**config.mk**
```make
export PLATFORM = sky130hd
export DESIGN_NAME = conv_unit
export DESIGN_NICKNAME = d
export VERILOG_FILES = /design/src/design/conv_cfg_pkg.sv /design/src/design/conv_types_pkg.sv /design/src/design/conv_unit.sv /design/src/design/conv_ctrl.sv /design/src/design/opsum_buffer.sv /design/src/design/pe_array.sv /design/src/design/operand_buffer.sv
export SDC_FILE = /design/constraint.sdc
export NUM_CORES = 2
export LEC_CHECK = 0
export ABC_CLOCK_PERIOD_IN_PS = 8050
export BUFFER_PORTS_ARGS = -buffer_cell sky130_fd_sc_hd__buf_2
export CORE_MARGIN = 4
export CORE_UTILIZATION = 40
export CTS_CLUSTER_DIAMETER = 100
export DETAILED_ROUTE_END_ITERATION = 16
export GPL_TIMING_DRIVEN = 0
export PLACE_DENSITY = 0.66
export SLEW_MARGIN = 20
export SYNTH_ARGS = -nofsm -noshare
export SYNTH_HDL_FRONTEND = slang
export SYNTH_SLANG_ARGS = --single-unit
```
**constraint.sdc**
```tcl
create_clock -name clk -period 8.05 [get_ports clk]
set_input_delay 0 -clock clk [delete_from_list [all_inputs] [get_ports clk]]
set_output_delay 0 -clock clk [all_outputs]
set_load 0.05 [all_outputs]
```
**src/design/conv_cfg_pkg.sv**
```systemverilog
package conv_cfg_pkg;

    //----------------------------------------------------------------------
    // bus and array geometry
    //----------------------------------------------------------------------
    localparam int BUS_W    = 32;              // data_in / data_out width
    localparam int ROWS     = 4;               // output channels, one per array row
    localparam int COLS     = 4;               // input channels, one per array column

    localparam int DATA_W   = 8;               // signed weight / ifmap value
    localparam int PSUM_W   = 16;              // signed ipsum / opsum value, wraps
    localparam int PROD_W   = 2 * DATA_W;      // full product width, fits a psum

    localparam int PSUM_PER_WORD = 2;          // two psums packed per bus word
    localparam int PSUM_WORDS    = ROWS / PSUM_PER_WORD; // words for all rows

    //----------------------------------------------------------------------
    // timing and control widths
    //----------------------------------------------------------------------
    localparam int PE_LATENCY = 2;             // COMPUTE cycles, product + reduce

    localparam int CNT_W    = 3;               // word counter, max index ROWS-1
    localparam int ROW_EN_W = 3;               // row_en holds 1..ROWS

endpackage
```
**src/design/conv_types_pkg.sv**
```systemverilog
package conv_types_pkg;

    import conv_cfg_pkg::*;

    //----------------------------------------------------------------------
    // controller phases
    //----------------------------------------------------------------------
    typedef enum logic [2:0] {
        IDLE,          // waits for a pending weight or ifmap
        WEIGHT_LOAD,   // row_en weight words
        IFMAP_LOAD,    // one ifmap word
        IPSUM_LOAD,    // ceil(row_en/2) ipsum words
        COMPUTE,       // PE_LATENCY cycles
        OPSUM_OUT      // ceil(row_en/2) opsum words
    } conv_state_t;

    //----------------------------------------------------------------------
    // payloads
    //----------------------------------------------------------------------
    typedef logic signed [DATA_W-1:0] data_t;   // elements keep their sign
    typedef logic signed [PSUM_W-1:0] psum_t;

    // column c sits in byte c of the word
    typedef data_t [COLS-1:0] ifmap_vec_t;
    typedef data_t [COLS-1:0] weight_row_t;

    // row r is bus word r
    typedef weight_row_t [ROWS-1:0] weight_blk_t;

    // word k holds row 2k low, row 2k+1 high
    typedef psum_t [ROWS-1:0] psum_vec_t;

    //----------------------------------------------------------------------
    // controller strobes to the datapath
    //----------------------------------------------------------------------
    typedef struct packed {
        logic             weight_we;    // qualified by valid_w & ready_w
        logic             ifmap_we;     // qualified by valid_if & ready_if
        logic             ipsum_we;     // qualified by valid_ip & ready_ip
        logic [CNT_W-1:0] word_idx;     // words done in this phase
        logic             pe_start;     // first COMPUTE cycle
        logic             opsum_store;  // last COMPUTE cycle
    } buf_ctrl_t;

endpackage

```
**src/design/conv_unit.sv**
```systemverilog
`timescale 1ns/100ps

module conv_unit (
    input  logic                              clk,
    input  logic                              reset,
    input  logic [conv_cfg_pkg::BUS_W-1:0]    data_in,     // from global buffer
    output logic [conv_cfg_pkg::BUS_W-1:0]    data_out,    // to global buffer
    input  logic                              valid_w,
    input  logic                              valid_if,
    input  logic                              valid_ip,
    output logic                              ready_w,
    output logic                              ready_if,
    output logic                              ready_ip,
    output logic                              valid_op,
    input  logic                              ready_op,
    input  logic [conv_cfg_pkg::ROW_EN_W-1:0] row_en       // active rows, 1..4
);
    import conv_types_pkg::*;

    buf_ctrl_t   ctrl;          // strobes from the FSM
    weight_blk_t weight_blk;    // held weights, reused across passes
    ifmap_vec_t  ifmap_vec;
    psum_vec_t   ipsum_vec;
    psum_vec_t   pe_result;     // reducer output

    //----------------------------------------------------------------------
    // phase control
    //----------------------------------------------------------------------
    conv_ctrl conv_ctrl_inst (
        .clk      (clk),
        .reset    (reset),
        .valid_w  (valid_w),
        .valid_if (valid_if),
        .valid_ip (valid_ip),
        .ready_op (ready_op),
        .row_en   (row_en),
        .ready_w  (ready_w),
        .ready_if (ready_if),
        .ready_ip (ready_ip),
        .valid_op (valid_op),
        .ctrl     (ctrl)
    );

    //----------------------------------------------------------------------
    // operand buffers, one module for three payloads
    //----------------------------------------------------------------------
    operand_buffer #(.payload_t(weight_blk_t)) weight_buf_inst (
        .clk      (clk),
        .reset    (reset),
        .data_in  (data_in),
        .we       (ctrl.weight_we),
        .word_idx (ctrl.word_idx),
        .payload  (weight_blk)
    );

    operand_buffer #(.payload_t(ifmap_vec_t)) ifmap_buf_inst (
        .clk      (clk),
        .reset    (reset),
        .data_in  (data_in),
        .we       (ctrl.ifmap_we),
        .word_idx (ctrl.word_idx),
        .payload  (ifmap_vec)
    );

    operand_buffer #(.payload_t(psum_vec_t)) ipsum_buf_inst (
        .clk      (clk),
        .reset    (reset),
        .data_in  (data_in),
        .we       (ctrl.ipsum_we),
        .word_idx (ctrl.word_idx),
        .payload  (ipsum_vec)
    );

    //----------------------------------------------------------------------
    // compute and output
    //----------------------------------------------------------------------
    pe_array pe_array_inst (
        .clk     (clk),
        .reset   (reset),
        .weights (weight_blk),
        .ifmap   (ifmap_vec),
        .ipsum   (ipsum_vec),
        .start   (ctrl.pe_start),
        .result  (pe_result)
    );

    opsum_buffer opsum_buf_inst (
        .clk      (clk),
        .reset    (reset),
        .store    (ctrl.opsum_store),
        .row_en   (row_en),
        .result   (pe_result),
        .word_idx (ctrl.word_idx),
        .out_en   (valid_op),       // OPSUM_OUT decode
        .data_out (data_out)
    );

endmodule

```
**src/design/conv_ctrl.sv**
```systemverilog
`timescale 1ns/100ps

module conv_ctrl (
    input  logic                              clk,
    input  logic                              reset,
    input  logic                              valid_w,
    input  logic                              valid_if,
    input  logic                              valid_ip,
    input  logic                              ready_op,
    input  logic [conv_cfg_pkg::ROW_EN_W-1:0] row_en,
    output logic                              ready_w,
    output logic                              ready_if,
    output logic                              ready_ip,
    output logic                              valid_op,
    output conv_types_pkg::buf_ctrl_t         ctrl
);
    import conv_cfg_pkg::*;
    import conv_types_pkg::*;

    localparam logic [CNT_W-1:0] COMPUTE_LAST = CNT_W'(PE_LATENCY - 1);

    conv_state_t       cs, ns;
    logic [CNT_W-1:0]  cnt;           // handshakes or COMPUTE cycles so far
    logic [ROW_EN_W:0] psum_words;    // ceil(row_en/2)
    logic [CNT_W-1:0]  weight_last;
    logic [CNT_W-1:0]  psum_last;
    logic              hs_w, hs_if, hs_ip, hs_op;
    logic              phase_done;    // last word / cycle of this phase

    //----------------------------------------------------------------------
    // handshake decode, each ready/valid high only in its own phase
    //----------------------------------------------------------------------
    assign ready_w  = (cs == WEIGHT_LOAD);
    assign ready_if = (cs == IFMAP_LOAD);
    assign ready_ip = (cs == IPSUM_LOAD);
    assign valid_op = (cs == OPSUM_OUT);

    assign hs_w  = valid_w  & ready_w;
    assign hs_if = valid_if & ready_if;
    assign hs_ip = valid_ip & ready_ip;
    assign hs_op = valid_op & ready_op;

    // last word index per phase
    assign weight_last = CNT_W'(row_en - 1'b1);    // one word per row
    assign psum_words  = ({1'b0, row_en} + (ROW_EN_W + 1)'(PSUM_PER_WORD - 1))
                         / (ROW_EN_W + 1)'(PSUM_PER_WORD);
    assign psum_last   = CNT_W'(psum_words - 1'b1);

    always_comb begin
        case (cs)
            WEIGHT_LOAD: phase_done = hs_w && (cnt == weight_last);
            IFMAP_LOAD:  phase_done = hs_if && (cnt == '0);     // single word
            IPSUM_LOAD:  phase_done = hs_ip && (cnt == psum_last);
            COMPUTE:     phase_done = (cnt == COMPUTE_LAST);    // no handshake
            OPSUM_OUT:   phase_done = hs_op && (cnt == psum_last);
            default:     phase_done = 1'b0;
        endcase
    end

    //----------------------------------------------------------------------
    // phase FSM
    //----------------------------------------------------------------------
    always_comb begin
        ns = cs;                                        // hold by default
        case (cs)
            IDLE: begin
                if (valid_w) begin                      // new weights first
                    ns = WEIGHT_LOAD;
                end else if (valid_if) begin            // reuse stored weights
                    ns = IFMAP_LOAD;
                end
            end
            WEIGHT_LOAD: begin
                if (phase_done) begin
                    ns = IFMAP_LOAD;                    // continue into ifmap
                end
            end
            IFMAP_LOAD: begin
                if (phase_done) begin
                    ns = IPSUM_LOAD;
                end
            end
            IPSUM_LOAD: begin
                if (phase_done) begin
                    ns = COMPUTE;
                end
            end
            COMPUTE: begin
                if (phase_done) begin
                    ns = OPSUM_OUT;
                end
            end
            OPSUM_OUT: begin
                if (phase_done) begin
                    ns = IDLE;                          // pass complete
                end
            end
            default: ns = IDLE;
        endcase
    end

    always_ff @(posedge clk) begin
        if (reset) begin
            cs <= IDLE;
        end else begin
            cs <= ns;
        end
    end

    // shared counter, stalls simply hold it
    always_ff @(posedge clk) begin
        if (reset) begin
            cnt <= '0;
        end else if (phase_done) begin
            cnt <= '0;
        end else if (hs_w || hs_if || hs_ip || hs_op || (cs == COMPUTE)) begin
            cnt <= cnt + 1'b1;
        end
    end

    //----------------------------------------------------------------------
    // datapath strobes
    //----------------------------------------------------------------------
    always_comb begin
        ctrl.weight_we   = hs_w;
        ctrl.ifmap_we    = hs_if;
        ctrl.ipsum_we    = hs_ip;
        ctrl.word_idx    = cnt;                         // also opsum read index
        ctrl.pe_start    = (cs == COMPUTE) && (cnt == '0);
        ctrl.opsum_store = (cs == COMPUTE) && (cnt == COMPUTE_LAST);
    end

endmodule

```
**src/design/opsum_buffer.sv**
```systemverilog
`timescale 1ns/100ps

module opsum_buffer (
    input  logic                              clk,
    input  logic                              reset,
    input  logic                              store,      // last COMPUTE cycle
    input  logic [conv_cfg_pkg::ROW_EN_W-1:0] row_en,
    input  conv_types_pkg::psum_vec_t         result,
    input  logic [conv_cfg_pkg::CNT_W-1:0]    word_idx,   // opsum words sent so far
    input  logic                              out_en,     // OPSUM_OUT decode
    output logic [conv_cfg_pkg::BUS_W-1:0]    data_out
);
    import conv_cfg_pkg::*;
    import conv_types_pkg::*;

    psum_vec_t                        masked;     // inactive rows zeroed
    psum_vec_t                        opsum_q;
    logic [PSUM_WORDS-1:0][BUS_W-1:0] word_view;  // two psums per word

    //----------------------------------------------------------------------
    // capture
    //----------------------------------------------------------------------
    // rows at or above row_en give zero, so an odd row_en leaves
    // the high half of the last word clear
    always_comb begin
        for (int r = 0; r < ROWS; r++) begin
            masked[r] = (r < int'(row_en)) ? result[r] : '0;
        end
    end

    always_ff @(posedge clk) begin
        if (reset) begin
            opsum_q <= '0;
        end else if (store) begin
            opsum_q <= masked;                   // visible next cycle
        end
    end

    //----------------------------------------------------------------------
    // output word select
    //----------------------------------------------------------------------
    assign word_view = opsum_q;
    assign data_out  = out_en ? word_view[word_idx] : '0;   // zero outside OPSUM_OUT

endmodule

```
**src/design/pe_array.sv**
```systemverilog
`timescale 1ns/100ps

module pe_array (
    input  logic                        clk,
    input  logic                        reset,
    input  conv_types_pkg::weight_blk_t weights,
    input  conv_types_pkg::ifmap_vec_t  ifmap,
    input  conv_types_pkg::psum_vec_t   ipsum,
    input  logic                        start,    // first COMPUTE cycle
    output conv_types_pkg::psum_vec_t   result
);
    import conv_cfg_pkg::*;
    import conv_types_pkg::*;

    logic signed [PROD_W-1:0] prod_q [ROWS][COLS];   // stage one products
    psum_vec_t                row_sum;              // reduce + ipsum, comb
    psum_vec_t                sum_q;                // stage two register
    logic                     vld_q;                // second valid slot
    logic                     sum_en;

    //----------------------------------------------------------------------
    // stage one, signed 8x8 products for every PE
    //----------------------------------------------------------------------
    // operands sit in the buffers at least one cycle before COMPUTE,
    // so this stage has settled by the time start arrives
    always_ff @(posedge clk) begin
        for (int r = 0; r < ROWS; r++) begin
            for (int c = 0; c < COLS; c++) begin
                prod_q[r][c] <= weights[r][c] * ifmap[c];   // sign kept
            end
        end
    end

    //----------------------------------------------------------------------
    // stage two, row reduction plus ipsum
    //----------------------------------------------------------------------
    always_comb begin
        for (int r = 0; r < ROWS; r++) begin
            row_sum[r] = ipsum[r];                          // start from ipsum
            for (int c = 0; c < COLS; c++) begin
                row_sum[r] = row_sum[r] + PSUM_W'(prod_q[r][c]);   // wraps at 16
            end
        end
    end

    // valid pipeline, keeps stage two loading across the COMPUTE window
    always_ff @(posedge clk) begin
        if (reset) begin
            vld_q <= 1'b0;
        end else begin
            vld_q <= start;
        end
    end

    assign sum_en = start | vld_q;

    always_ff @(posedge clk) begin
        if (sum_en) begin
            sum_q <= row_sum;                               // holds after the pass
        end
    end

    assign result = sum_q;

endmodule

```
**src/design/operand_buffer.sv**
```systemverilog
`timescale 1ns/100ps

module operand_buffer #(
    parameter type payload_t = logic [conv_cfg_pkg::BUS_W-1:0]
) (
    input  logic                           clk,
    input  logic                           reset,
    input  logic [conv_cfg_pkg::BUS_W-1:0] data_in,
    input  logic                           we,         // already handshake qualified
    input  logic [conv_cfg_pkg::CNT_W-1:0] word_idx,
    output payload_t                       payload
);
    import conv_cfg_pkg::*;

    localparam int N_WORDS = $bits(payload_t) / BUS_W;   // bus words per payload

    logic [N_WORDS-1:0][BUS_W-1:0] words_q;               // word k = bits 32k+

    // write the bus word into its slot, contents kept between passes
    always_ff @(posedge clk) begin
        if (reset) begin
            words_q <= '0;
        end else if (we && (int'(word_idx) < N_WORDS)) begin
            words_q[word_idx] <= data_in;
        end
    end

    // same bits, seen as the payload type
    assign payload = payload_t'(words_q);

endmodule

```
==> impl_results.md <==
- Die area: 171,000 um^2
- Drt pass-1 iters: 5
- Largest net degree at the start of global routing: 44
- TritonCTS clock tree: yes
- Htree depth: 3
- Outcome: complete, no violations
- Antenna Nets Post-Route: 0
- Post-synth EDFFs: 64
- Synth Warn #: 0
- Clock sinks: 615
- Placed inst area: 68,900 um^2
- Synth cell types: 78
- CP Data Required Time: 8.53 ns
- Slew @ Worst Pin: 1.31 ns
- XOR/XNOR share of the synthesized area: 4.34%
- Place WS: 2.19 ns
- Setup_tns: 0 ns
- Initial DRC count: 4,247
- Adder-Cell Fraction of Synth Area: 42.3%
- Root Buffer: clkbuf_16
- Core area: 163,000 um^2
- Post-layout util: 44.2%
- Area growth syn-to-layout: 9.62%
- DRC: 0
- Synth Area in Simple Gates: 15.7%
- GPL Wtd Cong: 1.02
- Max Cap Viol: 0
- Hold_sp: valid_ip
- Critical path capture point type: flop
- Layout cells sized above 1: 3.50%
- HPWL after DPL: 164,000 um
- Num CTS Buffers: 76
- Worst setup path start: ifmap_buf_inst.payload[26]
- Min Tclk post-route: 6.10 ns
- Total Routing Usage GR: 23.9%
- Slew HR: 12.4%
- Fillers: 15,600
- Chip Width: 414 um
- IR drop worst, VDD: 0.206 mV
- Max Buffers Root-to-Sink: 3
- Leak: 34.3 nW
- Synth Area in Compound Gates: 6.84%
- Worst-Skew Late Latency: 0.73 ns
- Syn_nets: 8,800
- Overall power: 0.00890 W
- Layout net count: 8,994
- Crit path kind: flop to flop
- Fin area: 72,100 um^2
- CP Launch Type: flop
- Main synth FF type: dfxtp_1
- Largest family of logic cells by synthesized area: adder cells
- PortBufs: 75
- Routed vias/inst: 5.11
- Synth Register Bits: 615
- Mux contribution to synthesized area: 0.740%
- Routed vias: 49,100
- Ys async rst share: 0%
- Row count: 148
- CP arrival: 6.58 ns
- RSZ-0062 raised after global routing: false
- First-pass GRT wire length: 306,000 um
- Height of the die: 414 um
- Seq/Total Area, Yosys: 19.7%
- Vias in the first global route: 50,300
- Final setup violating endpoints: 0
- Avg Inst Size Synth: 9.18 um^2
- Antenna violations before repair: 12
- Routed WL: 201,000 um
- # IOs: 77
- Mapped Area: 65,800 um^2
- Highest clock rate: 0.164 GHz
- Reg2reg start: ifmap_buf_inst.payload[26]
- Post-Syn Instances: 7,166
- Clock Skew: 0.0443 ns
- Endpoints failing hold: 0
- Pwr Density: 123 nW/um^2
- Clock transition at path regs: 0.07 ns
- Overflow after GRT: 0
- Initial Util: 40.3%
- Final slew viol count: 0
- Routed WL per cell: 20.9 um
- Min-Delay Path Class: input pin to flop
- Final WS setup: 1.95 ns
- Final worst-path cycle share: 75.8%
- Crit path max fanout: 10
## where the power goes
part	switching, W	internal (W)	total, W
combinational	0.00107	0.000563	0.00163
sequential	0.000196	0.00323	0.00342
clock	0.00159	0.00226	0.00385
total	0.00286	0.00605	0.00890
## routing by layer
metal  part of all wire, %  track usage [%]
met1                    40             31.5
met2                    43             36.2
met3                   9.0             4.95
met4                   7.4             14.4
met5                 0.027                0
## repair_timing
item,4_1_cts,5_1_grt
hold buffers,40,0
resized for setup,0,0
endpoints found under the hold margin,239,0
setup endpoints to repair,0,0
setup buffers,0,0
## cells by family (layout without fill, tap and decap cells)
kind of cell / Yosys count / in the layout
compound gates: 723 / 723
xor+xnor: 325 / 325
fa+ha+maj: 1593 / 1593
buf+inv: 1795 / 2051
flops: 615 / 615
mux: 47 / 47
other cells: 0 / 4
simple gates: 2068 / 2068
## path summary, 6_finish.rpt
| kind | to | slack, ns | cells past startpoint |
|---|---|---|---|
| setup / recovery | pe_array_inst.prod_q[0][78] | 1.95 | 14 |
| hold / removal | ipsum_buf_inst.payload[63] | 0.06 | 5 |
| setup reg to reg | pe_array_inst.prod_q[0][78] | 1.95 | 14 |
| hold reg to reg | opsum_buf_inst.opsum_q[38] | 0.45 | 2 |
## flip-flops by register name (all words and copies together), names as in the netlist
signal	flops
pe_array_inst.prod_q	256
weight_buf_inst.payload	128
ipsum_buf_inst.payload	64
opsum_buf_inst.opsum_q	64
pe_array_inst.result	64
ifmap_buf_inst.payload	32
conv_ctrl_inst.cnt	3
conv_ctrl_inst.cs	3
pe_array_inst.vld_q	1
## worst max-delay path, stage by stage, from the launching register on
cell and delay (ns):
dfxtp_1 0.51, clkbuf_1 0.70, nand2_1 0.30, fa_1 0.67, fa_1 0.53, inv_1 0.05, fa_1 0.47, inv_1 0.05
fa_1 0.48, inv_1 0.04, ha_1 0.21, or3_1 0.39, a311oi_1 0.38, nor2_1 0.14, o311ai_1 0.93
## placed cells by master (no fill, tap or decap), types with 34 or more instances in the layout
cell	instances
a211oi_1	34
a21oi_1	356
and2_1	692
buf_2	78
clkbuf_1	216
clkbuf_16	77
dfxtp_1	551
dlygate4sd3_1	40
edfxtp_1	64
fa_1	1056
ha_1	537
inv_1	1564
mux2i_1	34
nand2_1	796
nand2b_1	49
nand3_1	75
nor2_1	204
nor2b_1	95
nor3_1	48
o21a_1	46
o21ai_0	89
xnor2_1	280
xor2_1	44
## Yosys cell counts (8+ instances only)
master / count / area (um^2)
fa_1: 1056 / 21100
or4_1: 8 / 60.1
nand2_1: 796 / 2990
a22oi_1: 16 / 120
a211oi_1: 34 / 255
xor2_1: 44 / 385
nor3_1: 48 / 240
a21o_1: 31 / 233
o311ai_0: 9 / 78.8
nand2b_1: 50 / 313
edfxtp_1: 64 / 1920
nor2_1: 204 / 766
dfxtp_1: 551 / 11000
clkbuf_1: 211 / 792
a311oi_1: 22 / 193
o21a_1: 46 / 345
buf_1: 8 / 30.0
inv_1: 1564 / 5870
a31oi_1: 8 / 50.1
xnor2_1: 280 / 2450
or3_1: 28 / 175
nor2b_1: 95 / 594
nor4_1: 21 / 131
and2_1: 692 / 4330
ha_1: 537 / 6720
o311a_1: 8 / 80.1
nand3_1: 75 / 375
o21bai_1: 14 / 105
o21ai_0: 89 / 445
mux2i_1: 34 / 340
mux2_2: 13 / 146
and3_1: 13 / 81.3
o211ai_1: 14 / 105
o31a_1: 8 / 70.1
a21oi_1: 356 / 1780
or2_2: 8 / 50.1
## metrics by stage
stage / instances / hold WS (ns)
floorplan: 7166 / 0.136
global placement: 9416 / 0.315
detailed placement: 9417 / 0.317
CTS: 9597 / 0.0227
global route: 9597 / 0.0605
finish: 9601 / 0.0618
## layout make-up
class                   count  area (um^2)  area share (%)
multi-input cells        4756        46100            63.9
inverters                1564         5870            8.14
diodes                      4         10.0          0.0139
plain buffers             231          932            1.29
flip-flops and latches    615        13000            18.0
repair buffers            116          796            1.10
well taps                2175         2720            3.77
clock buffers              92         2060            2.86
clock inverters            48          728            1.01
Power figures use the tool's default switching activity.
